File: src/hw/icache_consts.svh
`ifndef ICACHE_CONSTS_SVH
`define ICACHE_CONSTS_SVH

// Cache geometry
`define ICACHE_LINES      128
`define ICACHE_WORDS      16
`define ICACHE_WORD_W     32

// Physical address split
// tag    [31:13]
// index  [12:6]
// offset [5:2]
`define ICACHE_ADDR_W     32
`define ICACHE_TAG_W      19
`define ICACHE_TAG_LSB    13
`define ICACHE_INDEX_W    7
`define ICACHE_INDEX_LSB  6
`define ICACHE_OFFSET_W   4
`define ICACHE_OFFSET_LSB 2

`endif

File: src/hw/refill_beat_counter.sv
`timescale 1ns/1ns
`include "icache_consts.svh"

module refill_beat_counter (
    input  logic                        clk,
    input  logic                        rst,
    input  logic                        beat_clear,
    input  logic                        beat_en,
    output logic [`ICACHE_OFFSET_W-1:0] beat_idx
);

    logic wrapped; // All 16 beats seen since the last clear

    always_ff @(posedge clk) begin
        if (rst || beat_clear) begin
            beat_idx <= '0;
            wrapped  <= 1'b0;
        end else if (beat_en) begin
            beat_idx <= beat_idx + 1'b1; // Wraps at 16
            if (&beat_idx)
                wrapped <= 1'b1;
        end
    end

    // A refill never delivers a 17th beat
    a_no_extra_beat: assert property (
        @(posedge clk) disable iff (rst)
        !(beat_en && wrapped && beat_idx == '0)
    );

endmodule

File: config.mk
export PLATFORM = sky130hd
export DESIGN_NAME = refill_beat_counter
export DESIGN_NICKNAME = d
export VERILOG_FILES = /design/src/hw/refill_beat_counter.sv
export VERILOG_INCLUDE_DIRS = /design/src /design/src/hw
export SDC_FILE = /design/constraint.sdc
export NUM_CORES = 1
export LEC_CHECK = 0
export ABC_AREA = 1
export BUFFER_PORTS_ARGS = -buffer_cell sky130_fd_sc_hd__buf_2
export CAP_MARGIN = 20
export CORE_AREA = 2 2 39 41
export CTS_CLUSTER_SIZE = 40
export DETAILED_ROUTE_END_ITERATION = 10
export DIE_AREA = 0 0 41 43
export GPL_TIMING_DRIVEN = 0
export PLACE_DENSITY_LB_ADDON = 0.1
export SYNTH_ARGS = -nofsm -noshare
export SYNTH_HDL_FRONTEND = slang
export SYNTH_SLANG_ARGS = --single-unit
File: constraint.sdc
create_clock -name clk -period 0.8 [get_ports clk]
set_input_delay 0.08 -clock clk [delete_from_list [all_inputs] [get_ports clk]]
set_output_delay 0.08 -clock clk [all_outputs]
set_load 0.02 [all_outputs]
Word-level counts from Yosys, hierarchy flattened
Index checks and enable logic that the tools add are counted.
W data, S select, Z words.
{"block": "op_classes", "reduce_logical": 1, "n_addsub": 1}
{"op": "$add A4 B1 Y4 const B", "count": 1}
{"op": "$logic_or A1 B1 Y1", "count": 1}
{"block": "totals", "word_cells": 3, "register_bits": 4, "in_bits": 4}

Longest topological paths before layout
{"block": "depth", "depth_word": 1, "depth_mapped": 5, "mapped_depth_nobuf": 5}

Least setup slack after synthesis
Ideal clock, no wire load.
{"block": "synth_path", "path_kind": "register to register", "from": "register beat_idx[0]", "to": "register beat_idx[1]", "slack_ns": -0.157, "stages_incl_launch_ff": 4, "required_time_ns": 0.681, "arrival_time_ns": 0.837, "setup_ns": 0.119, "period_less_slack_ns": 0.957, "path_buffers": 0, "cell_sequence": "dfxtp_1 > ha_1 > inv_1 > a21oi_1"}
{"block": "synth_via", "elab_chain_len": 1}
{"element": "start, declared", "line_no": "refill_beat_counter.sv:9", "rtl": "output logic [`ICACHE_OFFSET_W-1:0] beat_idx"}
{"element": "start signal, assigned", "line_no": "refill_beat_counter.sv:19", "rtl": "beat_idx <= beat_idx + 1'b1;"}
{"element": "$add A4 B1 Y4", "line_no": "refill_beat_counter.sv:19"}
Every way passes these cells.
A chain may end at the register's enable or synchronous reset.

Final worst setup path
{"block": "layout_path", "from": "register beat_idx[0]", "to": "output beat_idx[0]"}
No word-level cell between the ends.

==> results.md <==
- Outcome: finished, violations left
- Failing checks: setup timing
- Slew HR: 82.2%
- GRT Total Usage: 7.03%
- Reg clk slew, reported paths: 0.05 ns
- DRC errors left: 0
- Non-filler cells, final: 50
- Clock share of power: 52.6%
- Routability cong.: 0.650
- Largest net degree at the start of global routing: 7
- Final Critical Period: 0.816 ns
- Cell Area, Synth: 173 um^2
- Internal power: 0.413 mW
- Worst path required time: 0.72 ns
- Initial core utilization: 12.5%
- Dpl cells: 45
- Die W: 41 um
- Hold_sp: rst
- Number of flip-flops in the largest register: 4
- Mean area per synthesized cell: 7.85 um^2
- DR iter-0 viols: 1
- Clk_lat worst skew: 0.24 ns
- Hold Path Sink: beat_idx[2]$_SDFFE_PP0P_
- Sw Pwr: 0.136 mW
- F_max: 1230 MHz
- Reg2reg start: beat_idx[1]$_SDFFE_PP0P_
- Final ANT Viol Nets: 0
- Sw Share: 24.8%
- Synth unique cells: 11
- Die ar.: 1760 um^2
- First-pass GRT wire length: 765 um
- CP arrival: 0.74 ns
- Setup CP Type: register to output pin
- Die height: 43 um
- Final WL: 414 um
- Total Power: 0.549 mW
- R2r endpoint: beat_idx[1]$_SDFFE_PP0P_
- Top Family by Delay on Critical Path: flip-flops
- Cts hold-fix bufs: 0
- Core box area: 1380 um^2
- Final HPWL from detailed placement: 297 um
- Type of the most critical hold path: input port to register
- Proportion of layout cells with a drive suffix above 1: 70.6%
- Mapped Cells: 22
- Nets@finish: 40
- Row count: 14
- Leak: 0.133 nW
- Clock root buffer master: clkbuf_4
- Total of max-cap violations: 0
- Flop2flop setup slack: 0 ns
- Most flop-heavy register: beat_idx
- Crit path setup slack, layout: -0.0159 ns
- Syn. warnings: 0
- Hold WS: 0.113 ns
- PD cells: 1630 nW/um^2
- Clock Path Buffers: 2
- Worst setup SP type: register
- Sequential share of the synthesized area: 46.4%
- Worst Tran Pin Value: 0.265 ns
- Syn Nets: 27
- Layout area overhead: 94.9%
- Vias/cell: 3.88
- CP max stage delay: 0.38 ns
- Ports: 8
- Final hold vios: 0
- Slowest CP cell: dfxtp_4
- VDD IR max: 568 uV
- Port Buffers: 7
- RSZ-0062 raised after global routing: true
- Largest registers: beat_idx x4
- Comb pwr share: 9.7%
- First drt pass iteration count: 2
- Worst path depth: 1
- Post-route clock period utilization: 102%
- Via count: 194
- Vias in the first global route: 180
- Slew Limit Fails: 0
- Inserted Clock Buffers: 3
- FF+latch count, synth: 4
- Buf+Inv Stages, Crit Path: 1
- Clk sinks: 4
- Max H-tree Level: 1
- Share of power burned in registers: 37.7%
- Ant diodes: 0
- CTS tree: built
- Hold Path Depth: 4
- FF-to-FF path depth: 3
- WL/cell: 8.28 um
- Worst-case clock skew: 0.0142 ns
- GRT overflow: 0
- Setup violators final: 4
- Antenna violations before repair: 0
- Crit end category: output pin
- Cells along the critical path: buf_6
- CP Max Fanout: 4
==> repair_timing <==
| action | in CTS | in global routing |
|---|---|---|
| hold endpoints to repair | 0 | 0 |
| setup endpoints to repair | 6 | 6 |
| buffers inserted | 1 | 0 |
| pin swaps | 2 | 2 |
| gates resized for setup | 10 | 4 |
==> placed cells by master, fill, tap and decap left out, types with 2 or more instances in the layout <==
master	count
buf_2	3
buf_6	4
nor2_1	5
a21oi_2	2
nand2_1	3
dfxtp_4	3
clkbuf_4	3
==> layer usage <==
metal	vias up	part of all wire, %	track usage (%)
li1	96	-	-
met1	89	46	8.68
met2	7	42	7.81
met3	2	9.7	4.71
met4	0	1.9	6.00
met5	-	0	0
==> Yosys cell counts <==
library cell | n | area share, %
dfxtp_1 | 4 | 46
nor2_2 | 1 | 3.6
nand2_2 | 1 | 3.6
inv_1 | 1 | 2.2
and3b_2 | 1 | 5.8
nand2_1 | 4 | 8.7
o21ai_0 | 1 | 2.9
nand3_1 | 1 | 2.9
a21oi_1 | 2 | 5.8
nor2_1 | 5 | 11
ha_1 | 1 | 7.2
==> per-stage QoR <==
step	utilization (%)	worst slack, ns	setup TNS [ns]	area [um^2]
5_1_grt	24.3	-0.0476	-0.212	337
2_1_floorplan	-	-0.00732	-0.00732	203
6_report	24.3	-0.0159	-0.0323	337
3_5_place_dp	18.6	-0.00250	-0.00250	258
3_3_place_gp	18.6	0.00293	0	258
4_1_cts	23.0	-0.0259	-0.0649	318
==> layout make-up <==
| cell class | instances | area, um^2 |
|---|---|---|
| fillers | 157 | 1050 |
| multi-input cells | 17 | 126 |
| flip-flops and latches | 4 | 92.6 |
| repair buffers | 8 | 67.6 |
| clock buffers | 4 | 26.3 |
| well taps | 16 | 20.0 |
| inverters | 1 | 3.75 |
==> how the worst max path moves through the flow <==
| stage | to | slack, ns | from |
|---|---|---|---|
| final | beat_idx[0] | -0.02 | beat_idx[0]$_SDFFE_PP0P_ |
| after global placement | beat_idx[1]$_SDFFE_PP0P_ | 0.003 | beat_idx[0]$_SDFFE_PP0P_ |
| after detailed placement | beat_idx[1]$_SDFFE_PP0P_ | -0.003 | beat_idx[0]$_SDFFE_PP0P_ |
| after floorplan | beat_idx[1]$_SDFFE_PP0P_ | -0.007 | beat_idx[0]$_SDFFE_PP0P_ |
| after CTS | beat_idx[1] | -0.03 | beat_idx[1]$_SDFFE_PP0P_ |
| after global routing | beat_idx[3]$_SDFFE_PP0P_ | -0.05 | beat_idx[0]$_SDFFE_PP0P_ |
==> power by group through the flow <==
stage / sequential (mW) / clock, mW / combinational (mW)
3_5_place_dp: 0.209 / 0 / 0.0422
2_1_floorplan: 0.214 / 0 / 0.0168
6_report: 0.207 / 0.288 / 0.0533
5_1_grt: 0.208 / 0.314 / 0.0599
4_1_cts: 0.207 / 0.299 / 0.0494
3_3_place_gp: 0.209 / 0 / 0.0402
==> logic make-up (layout without fill, tap and decap cells) <==
logic type,count (synthesis),in the layout,synth area share (%)
adder cells (fa/ha/maj),1,1,7.25
buffers and inverters,1,13,2.17
flip-flops,4,4,46.4
AND/OR/NAND/NOR,13,13,35.5
AO/OA/AOI/OAI,3,3,8.69
No activity file was read; power rests on OpenSTA's default activity.
