**config.mk**
```make
export PLATFORM = sky130hd
export DESIGN_NAME = icache_ctrl_fsm
export DESIGN_NICKNAME = d
export VERILOG_FILES = /design/src/hw/icache_pkg.sv /design/src/hw/icache_ctrl_fsm.sv
export VERILOG_INCLUDE_DIRS = /design/src /design/src/hw
export SDC_FILE = /design/constraint.sdc
export NUM_CORES = 1
export LEC_CHECK = 0
export BUFFER_PORTS_ARGS = -buffer_cell sky130_fd_sc_hd__buf_2
export CORE_ASPECT_RATIO = 0.75
export CORE_MARGIN = 2
export CORE_UTILIZATION = 32
export CTS_CLUSTER_DIAMETER = 100
export DETAILED_ROUTE_END_ITERATION = 7
export PLACE_DENSITY = 0.83
export SYNTH_ARGS = -nofsm -noshare
export SYNTH_HDL_FRONTEND = slang
export SYNTH_SLANG_ARGS = --single-unit
export TNS_END_PERCENT = 30
```
**constraint.sdc**
```tcl
create_clock -name clk -period 3.1 [get_ports clk]
set_input_delay 0.62 -clock clk [delete_from_list [all_inputs] [get_ports clk]]
set_output_delay 0.62 -clock clk [all_outputs]
set_load 0.01 [all_outputs]
```
**src/hw/icache_consts.svh**
```systemverilog
`ifndef ICACHE_CONSTS_SVH
`define ICACHE_CONSTS_SVH

// Cache geometry
`define ICACHE_LINES      128
`define ICACHE_WORDS      16
`define ICACHE_WORD_W     32

// Physical address split
// tag    [31:13]
// index  [12:6]
// offset [5:2]
`define ICACHE_ADDR_W     32
`define ICACHE_TAG_W      19
`define ICACHE_TAG_LSB    13
`define ICACHE_INDEX_W    7
`define ICACHE_INDEX_LSB  6
`define ICACHE_OFFSET_W   4
`define ICACHE_OFFSET_LSB 2

`endif

```
**src/hw/icache_pkg.sv**
```systemverilog
`include "icache_consts.svh"

package icache_pkg;

    // Controller states
    typedef enum logic [2:0] {
        IDLE            = 3'b000,
        CACHED_SHAKE    = 3'b001,
        CACHED_WAIT     = 3'b010,
        CACHED_REFILL   = 3'b011,
        UNCACHED_SHAKE  = 3'b101,
        UNCACHED_RETURN = 3'b110
    } icache_state_e;

    // One instruction word
    typedef logic [`ICACHE_WORD_W-1:0] word_t;

    // Full line with word 0 in the low bits
    typedef logic [`ICACHE_WORDS-1:0][`ICACHE_WORD_W-1:0] line_t;

endpackage

```
**src/hw/icache_ctrl_fsm.sv**
```systemverilog
`timescale 1ns/1ns
`include "icache_consts.svh"

module icache_ctrl_fsm (
    input  logic                      clk,
    input  logic                      rst,
    input  logic                      ien,
    input  logic                      iaddr_type, // 1 = uncached
    input  logic [`ICACHE_ADDR_W-1:0] iaddr_psy,
    input  logic                      hit,
    input  logic                      idata_rvalid,
    input  logic                      idata_rlast,
    input  logic                      iaddr_req_ok,
    output logic                      read_en,
    output logic                      read_type,  // 1 = refill burst
    output logic [`ICACHE_ADDR_W-1:0] iaddr_req,
    output logic                      beat_en,
    output logic                      beat_clear,
    output logic                      buf_we,
    output logic                      store_we,
    output logic                      use_buffer,
    output logic                      pass_through,
    output logic                      inst_ok,
    output logic                      inst_ok_1,
    output logic                      inst_ok_2,
    output icache_pkg::icache_state_e state
);

    import icache_pkg::*;

    icache_state_e                next_state;
    logic                         last_word;
    logic [`ICACHE_ADDR_W-1:0]    line_addr;

    assign last_word = &iaddr_psy[`ICACHE_OFFSET_LSB +: `ICACHE_OFFSET_W];
    assign line_addr = {iaddr_psy[`ICACHE_ADDR_W-1:`ICACHE_INDEX_LSB],
                        {`ICACHE_INDEX_LSB{1'b0}}};

    always_ff @(posedge clk) begin
        if (rst)
            state <= IDLE;
        else
            state <= next_state;
    end

    always_comb begin
        next_state   = state;
        read_en      = 1'b0;
        read_type    = 1'b0;
        iaddr_req    = '0;
        store_we     = 1'b0;
        use_buffer   = 1'b0;
        pass_through = 1'b0;
        inst_ok      = 1'b0;
        inst_ok_1    = 1'b0;
        inst_ok_2    = 1'b0;

        case (state)
            IDLE: begin
                if (ien && iaddr_type) begin
                    read_en    = 1'b1;
                    iaddr_req  = iaddr_psy; // Exact address for a single beat
                    next_state = iaddr_req_ok ? UNCACHED_RETURN : UNCACHED_SHAKE;
                end else if (ien && hit) begin
                    inst_ok    = 1'b1;
                    inst_ok_1  = 1'b1;
                    inst_ok_2  = !last_word;
                end else if (ien) begin
                    read_en    = 1'b1;
                    read_type  = 1'b1;
                    iaddr_req  = line_addr;
                    next_state = iaddr_req_ok ? CACHED_WAIT : CACHED_SHAKE;
                end
            end
            CACHED_SHAKE: begin
                read_en   = 1'b1;
                read_type = 1'b1;
                iaddr_req = line_addr;
                if (iaddr_req_ok)
                    next_state = CACHED_WAIT;
            end
            CACHED_WAIT: begin
                if (idata_rvalid && idata_rlast)
                    next_state = CACHED_REFILL;
            end
            CACHED_REFILL: begin
                store_we   = 1'b1;
                use_buffer = 1'b1; // Answer from the fresh line
                inst_ok    = 1'b1;
                inst_ok_1  = 1'b1;
                inst_ok_2  = !last_word;
                next_state = IDLE;
            end
            UNCACHED_SHAKE: begin
                read_en   = 1'b1;
                iaddr_req = iaddr_psy;
                if (iaddr_req_ok)
                    next_state = UNCACHED_RETURN;
            end
            UNCACHED_RETURN: begin
                pass_through = 1'b1;
                inst_ok      = idata_rvalid;
                inst_ok_1    = idata_rvalid;
                if (idata_rvalid && idata_rlast)
                    next_state = IDLE;
            end
            default: next_state = IDLE;
        endcase
    end

    // Beat counting only during the refill burst
    assign beat_en    = (state == CACHED_WAIT) && idata_rvalid;
    assign buf_we     = beat_en;
    assign beat_clear = (state == IDLE);

    a_read_en_state: assert property (
        @(posedge clk) disable iff (rst)
        read_en |-> state inside {IDLE, CACHED_SHAKE, UNCACHED_SHAKE}
    );

    // Request held stable until accepted
    a_req_hold: assert property (
        @(posedge clk) disable iff (rst)
        read_en && !iaddr_req_ok |=> read_en && $stable(iaddr_req)
    );

    a_store_we_pulse: assert property (
        @(posedge clk) disable iff (rst)
        store_we |=> !store_we
    );

endmodule

```
### Word-level counts from Yosys, hierarchy flattened

Cells that the tools add are included.

* bits in registers: 3
* bits of input ports: 40
* output and inout bits: 46
* logic and storage cells: 49

* eq/ne operators: 11
* multiplexer cells: 28
* reductions and logical operators: 9

Operator list (count)
* $mux W32: 3
* $pmux W32 S3: 1
* $mux W3: 7
* $pmux W3 S5: 1
* $mux W1: 10
* $ne A2 B2 Y1 const B: 4
* $eq A3 B2 Y1 const B: 2
* $eq A3 B3 Y1 const B: 2
* $pmux W1 S2: 3
* $reduce_and A6 Y1: 1
* $logic_and A1 B1 Y1: 4
* $mux W2: 2
* $reduce_and A4 Y1: 1
* $eq A3 B1 Y1 const B: 1
* $logic_not A3 Y1: 1
* $ne A3 B2 Y1 const B: 1
* $ne A3 B3 Y1 const B: 1
* $pmux W1 S3: 1
* $reduce_or A2 Y1: 1
* $logic_not A1 Y1: 1

### Depth between registers and ports, before layout

Gate-level depths: netlist (run 1).

* depth after elaboration: 5
* depth in mapped cells: 6
* gate-level depth less buffers: 4

### Worst setup path before layout (run 1)

No wires, ideal clock.

* path kind: input-to-output
* from: input port iaddr_type
* to: output port iaddr_req[15]
* arrival time: 1375 ps
* data required time: 2480 ps
* slack: 1105 ps
* stages on the path: 5
* buffers on the path: 1
* cell sequence: nand2b_1 > a31oi_1 > nor2_2 > buf_2 > and2_1

* longest elaborated chain between the ends: 3

Ends and longest elaborated chain
* start: declaration: RTL line icache_ctrl_fsm.sv:8 `input logic iaddr_type,`
* $logic_and A1 B1 Y1: RTL line icache_ctrl_fsm.sv:60 `if (ien && iaddr_type) begin`
* $mux W32: RTL line icache_ctrl_fsm.sv:60
* $pmux W32 S3: RTL line icache_ctrl_fsm.sv:58 `case (state)`
* end: declaration: RTL line icache_ctrl_fsm.sv:16 `` output logic [`ICACHE_ADDR_W-1:0] iaddr_req, ``

No other way between the ends.

### Worst setup path after layout (run 1)

* from: input port iaddr_type
* to: output port iaddr_req[14]

The elaborated chain is that of the path after synthesis.

==> flow_metrics.env, run 1 <==
export IMPL_synthesis_area_um2=596
export IMPL_drtIter0Drc=11
export IMPL_antenna_found_initial=0
export IMPL_ys_warn_count=0
export IMPL_dr_pass1_iters=4
export IMPL_clkLatencyLatePin_ps=230
export IMPL_final_setup_tns_ps=0
export IMPL_syn_to_final_growth_pct=68.5
export IMPL_crit_start="iaddr_type"
export IMPL_fin_util_pct=57.7
export IMPL_slew_headroom_pct=56.9
export IMPL_status="complete, no violations"
export IMPL_period_share_pct=79.3
export IMPL_cpMaxStageDelayCell="nor2_2"
export IMPL_grt_usage_pct=14.2
export IMPL_rows=13
export IMPL_crit_type="primary input to output port"
export IMPL_grt_pass1_wl_um=2280
export IMPL_die_h_um=41.4
export IMPL_cts_inserted_buffers=3
export IMPL_die_area_um2=2230
export IMPL_worstPathCellList="buf_2 -> nand2b_1 -> a31oi_1 -> nor2_2 -> and2_1 -> buf_2"
export IMPL_drc=0
export IMPL_avgViaCountPerCell=4.43
export IMPL_hpwlAfterDp_um=1590
export IMPL_grt_pass1_vias=542
export IMPL_syn_area_per_cell_um2=7.35
export IMPL_cts_hold_buf=0
export IMPL_cts_tree="done"
export IMPL_port_buffers=85
export IMPL_power_uw=368
export IMPL_report_final_hold_viol_count=0
export IMPL_fp_dieW_um=53.8
export IMPL_finalNonFillerCells=184
export IMPL_cts_max_level=1
export IMPL_power_density_nw_per_um2=367
export IMPL_yosys_register_bits=3
export IMPL_r2r_start="state[1]"
export IMPL_ys_types=32
export IMPL_clk_pin_slew_ps=40
export IMPL_nNetsFinal=203
export IMPL_start_util_pct=34.2
export IMPL_fin_skew_ps=2.76
export IMPL_post_cts_resized=0
export IMPL_pin_count=86
export IMPL_grt_max_degree=28
export IMPL_num_vias=816
export IMPL_min_from="rst"
export IMPL_period_minus_slack_ps=2460
export IMPL_crit_top_cell="buf_2"
export IMPL_crit_required_ps=2480
export IMPL_critPathLaunchType="primary input"
export IMPL_largest_reg_flops=3
export IMPL_fillers=175
export IMPL_largestRegisters="state (3)"
export IMPL_syn_instance_count=81
export IMPL_worstHoldPathType="primary input to register"
export IMPL_crit_path_max_incr_delay_ps=520
export IMPL_postCtsSetupBuffers=0
export IMPL_avgRoutedWirePerCell_um=10.1
export IMPL_peakVddDrop_uv=199
export IMPL_syn_nets=121
export IMPL_clockBufferDepth=2
export IMPL_cts_sinks=3
export IMPL_slew_violations=0
export IMPL_wl_um=1860
export IMPL_routabilityCongestion=0.740
export IMPL_setup_violations=0
export IMPL_crit_path_end_kind="output port"
export IMPL_drive_gt1_share_pct=61.7
export IMPL_drtAntennaViolNets=0
export IMPL_crit_arrival_ps=1840
export IMPL_n_antenna_cell=0
export IMPL_core_um2=1740
export IMPL_worst_slew_pin_slew_ps=645
export IMPL_max_freq_ghz=0.407
export IMPL_top_register="state"
export IMPL_rsz0062_at_grt="no"
export IMPL_overflow=0
export IMPL_cp_max_fo=27
export IMPL_p_leak_uw=0.000595
export IMPL_synth_seq_area_share_pct=10.1
export IMPL_place_inst=180
export IMPL_cap_violations=0
export IMPL_root_buffer="clkbuf_4"
cells by family after synthesis:
kind of cell | Yosys count | share of synthesized area (%)
and+or+nand+nor | 57 | 59.0
buffers and inverters | 9 | 12.6
DFF | 3 | 10.1
AOI/OAI and AO/OA | 12 | 18.3
metrics by stage:
step	setup WS (ps)	hold slack [ps]	area, um2
2_1_floorplan	1110	657	596
3_3_place_gp	695	640	977
3_5_place_dp	620	649	977
4_1_cts	620	592	1000
5_1_grt	462	592	1000
6_report	641	596	1000
per-layer routing:
metal  wire length, um  GRT usage, %  part of all wire [%]  vias to the layer above
met5                 0             0                     0                        -
met4                 0          1.92                     0                        0
met3               217          3.93                    12                        0
met2               964          26.5                    52                       41
met1               683          16.8                    37                      343
li1                  -             -                     -                      432
worst max-delay path, delay by kind of cell:
| kind | cells | cell delay [ps] |
|---|---|---|
| buffers and inverters | 2 | 240 |
| AO/OA/AOI/OAI | 1 | 100 |
| AND/OR/NAND/NOR | 3 | 880 |
power breakdown:
group	total, uW	internal [uW]	switching (uW)
logic	237	120	117
registers	61.5	44.0	17.5
clock network	69.9	48.3	21.5
total	368	212	156
cell usage after synthesis:
master	number	share of area (%)
and2_1	34	36
nand2_1	4	2.5
nor2_1	4	2.5
a21oi_1	3	2.5
buf_4	3	3.8
dfxtp_1	3	10
nor3_1	3	2.5
a31o_2	2	2.9
clkbuf_8	2	4.6
a2111oi_2	1	2.5
a21bo_2	1	1.7
a21boi_4	1	3.2
a21oi_2	1	1.5
a31oi_1	1	1.1
a31oi_2	1	2.1
and2_2	1	1.3
and2b_4	1	1.7
and3_2	1	1.3
buf_2	1	0.84
buf_6	1	1.9
clkbuf_2	1	0.84
inv_1	1	0.63
nand2b_1	1	1.1
nand3_1	1	0.84
nand4_1	1	1.1
nand4b_1	1	1.5
nand4bb_1	1	1.9
nor2_2	1	1.1
nor3b_1	1	1.3
nor4b_1	1	1.5
o21ai_0	1	0.84
or2b_2	1	1.5
layout by cell type (no fill, tap or decap), drive strengths merged, types with 2 or more instances in the layout:
cell type / Yosys / layout
and2: 35 / 35
dfxtp: 3 / 3
nor2: 5 / 5
a31oi: 2 / 2
a21oi: 4 / 4
nand2: 4 / 4
a31o: 2 / 2
nor3: 3 / 3
clkbuf: 3 / 4
buf: 5 / 85
cell type report:
class                           count  area [um2]  area share, %
Inverter                            1        3.75          0.374
Timing Repair Buffer               85         425           42.4
Clock buffer                        4        26.3           2.62
Sequential cell                     3        60.1           5.99
Tap cell                           22        27.5           2.74
Multi-Input combinational cell     69         460           45.9
final timing paths:
kind / to / slack [ps] / depth (start not counted)
hold reg to reg: state[2] / 650 / 2
hold / removal: state[0] / 600 / 2
setup reg to reg: state[1] / 1650 / 4
setup / recovery: iaddr_req[14] / 640 / 6
Power figures use the tool's default switching activity.
==> run 2: changes to the inputs <==
--- a/config.mk
+++ b/config.mk
@@ -9,10 +9,10 @@
 export BUFFER_PORTS_ARGS = -buffer_cell sky130_fd_sc_hd__buf_2
 export CORE_ASPECT_RATIO = 0.75
 export CORE_MARGIN = 2
-export CORE_UTILIZATION = 32
+export CORE_UTILIZATION = 30
 export CTS_CLUSTER_DIAMETER = 100
 export DETAILED_ROUTE_END_ITERATION = 7
-export PLACE_DENSITY = 0.83
+export PLACE_DENSITY = 0.79
 export SYNTH_ARGS = -nofsm -noshare
 export SYNTH_HDL_FRONTEND = slang
 export SYNTH_SLANG_ARGS = --single-unit
==> constraint.sdc (replaced) <==
create_clock -name clk -period 2.3 [get_ports clk]
set_input_delay 0.46 -clock clk [delete_from_list [all_inputs] [get_ports clk]]
set_output_delay 0.46 -clock clk [all_outputs]
set_load 0.01 [all_outputs]
==> run 2 against run 1 <==
Core utilization decreased by 1.4 points; first-iteration DRC count up 45%; critical path depth decreased by 1; global-route usage increased by 2.2 points; combinational power rose by 41%; final cell count rose by 0.54%; worst hold slack got worse by 180 ps; die area grew 6.1%; critical endpoint unchanged.
==> flow_metrics.env, run 2 (synthesis gave the netlist of run 1 again) <==
export IMPL_status="complete, no violations"
export IMPL_rows=13
export IMPL_die_h_um=42.6
export IMPL_crit_start="state[2]"
export IMPL_num_vias=856
export IMPL_report_final_hold_viol_count=0
export IMPL_grt_usage_pct=16.4
export IMPL_cpMaxStageDelayCell="dfxtp_1"
export IMPL_holdPathEnd="state[2]"
export IMPL_peakVddDrop_uv=277
export IMPL_r2r_setup_slack_ps=800
export IMPL_grt_pass1_vias=741
export IMPL_min_from="rst"
export IMPL_die_area_um2=2360
export IMPL_layout_commonest_cell="buf_2"
export IMPL_syn_to_final_growth_pct=70.6
export IMPL_drtIter0Drc=16
export IMPL_antenna_found_initial=0
export IMPL_final_setup_tns_ps=0
export IMPL_fin_skew_ps=6.16
export IMPL_n_antenna_cell=0
export IMPL_routabilityCongestion=0.759
export IMPL_dr_pass1_iters=4
export IMPL_worst_slew_pin_slew_ps=492
export IMPL_switchingPower_uw=220
export IMPL_avgRoutedWirePerCell_um=11.0
export IMPL_grt_max_degree=28
export IMPL_avgViaCountPerCell=4.63
export IMPL_cap_violations=0
export IMPL_wl_um=2040
export IMPL_worstHoldPathType="primary input to register"
export IMPL_power_share_clock_pct=19.2
export IMPL_fp_dieW_um=55.5
export IMPL_pin_count=86
export IMPL_cts_inserted_buffers=3
export IMPL_cts_sinks=3
export IMPL_r2r_start="state[1]"
export IMPL_fin_ws_ps=208
export IMPL_r2r_cells=4
export IMPL_worstPathCellList="inv_1 -> a31oi_1 -> nor2_4 -> and2_1 -> buf_2"
export IMPL_crit_path_end_kind="output port"
export IMPL_swShare_pct=43.1
export IMPL_period_share_pct=91.0
export IMPL_combPwrFrac_pct=65.4
export IMPL_largest_reg_flops=3
export IMPL_crit_arrival_ps=1630
export IMPL_p_leak_uw=0.000601
export IMPL_crit_type="register to output port"
export IMPL_clk_pin_slew_ps=40
export IMPL_slew_violations=0
export IMPL_grt_pass1_wl_um=3130
export IMPL_p_int_uw=291
export IMPL_clockBufferDepth=2
export IMPL_setup_violations=0
export IMPL_critPathLaunchType="register"
export IMPL_cp_max_fo=27
export IMPL_clkLatencyLatePin_ps=240
export IMPL_start_util_pct=33.0
export IMPL_hpwlAfterDp_um=1740
export IMPL_mostFrequentLayoutCells="buf_2, and2_1, nand2_1, nor2_1"
export IMPL_core_um2=1810
export IMPL_slew_headroom_pct=67.1
export IMPL_hold_path_depth=2
export IMPL_overflow=0
export IMPL_crit_path_max_incr_delay_ps=530
export IMPL_p_seq_share_pct=15.4
export IMPL_drtAntennaViolNets=0
export IMPL_period_minus_slack_ps=2090
export IMPL_largestRegisters="state (3)"
export IMPL_top_register="state"
export IMPL_max_freq_ghz=0.478
export IMPL_root_buffer="clkbuf_4"
export IMPL_cts_tree="done"
export IMPL_crit_required_ps=1840
export IMPL_drive_gt1_share_pct=62.0
export IMPL_postCtsSetupBuffers=0
export IMPL_power_density_nw_per_um2=503
export IMPL_port_buffers=85
export IMPL_dp_slack_ps=162
export IMPL_hold_ws_ps=416
export IMPL_cts_max_level=1
export IMPL_drc=0
export IMPL_rsz0062_at_grt="no"
export IMPL_r2r_end="state[1]"
export IMPL_nNetsFinal=204
## run 2: changes by cell type in the layout (fill, tap and decap cells not counted), sizes merged
cell  change
buf       +1
## run 2: how the worst max path moves through the flow
stage / slack [ps] / endpoint / depth (start not counted)
finish: 210 / iaddr_req[14] / 5
global route: 60 / iaddr_req[7] / 5
CTS: 70 / iaddr_req[14] / 5
detailed placement: 160 / iaddr_req[14] / 6
global placement: 230 / iaddr_req[14] / 6
floorplan: 540 / inst_ok_1 / 6
## run 2: metrics by stage
step / power (uW) / cells / instance area [um2] / util (%)
finish: 511 / 185 / 1020 / 56.3
global route: 549 / 185 / 1020 / 56.3
CTS: 513 / 185 / 1010 / 56.0
detailed placement: 415 / 181 / 985 / 54.5
global placement: 407 / 181 / 985 / 54.5
floorplan: 291 / 81 / 596 / -
## run 2: cell type report
type / instances / area (um2)
clock buffer: 4 / 26.3
timing repair buffer: 86 / 433
tap: 22 / 27.5
inverter: 1 / 3.75
fill: 179 / 790
sequential: 3 / 60.1
multi-input combinational: 69 / 465
## run 2: worst max-delay path: cells and delay by family (launching register included)
family	cells	cell delay, ps
DFF	1	530
AOI/OAI and AO/OA	1	250
and+or+nand+nor	2	350
buffers and inverters	2	260
## run 2: metal layers
| layer | part of all wire, % | global-route usage (%) |
|---|---|---|
| met5 | 0 | 0 |
| met4 | 1.1 | 7.80 |
| met3 | 9.8 | 4.63 |
| met2 | 53 | 31.2 |
| met1 | 36 | 16.6 |
## run 2: power groups by stage
| stage | Sequential [uW] | Combinational, uW | Clock [uW] |
|---|---|---|---|
| floorplan | 70.4 | 221 | 0 |
| global placement | 77.7 | 329 | 0 |
| detailed placement | 79.8 | 335 | 0 |
| CTS | 78.2 | 336 | 98.9 |
| global route | 81.3 | 365 | 103 |
| finish | 78.6 | 334 | 98.3 |
## run 2: timing repair
item | in CTS | in global routing
endpoints found under the setup margin | 0 | 27
hold buffers | 0 | 0
gates resized for setup | 0 | 1
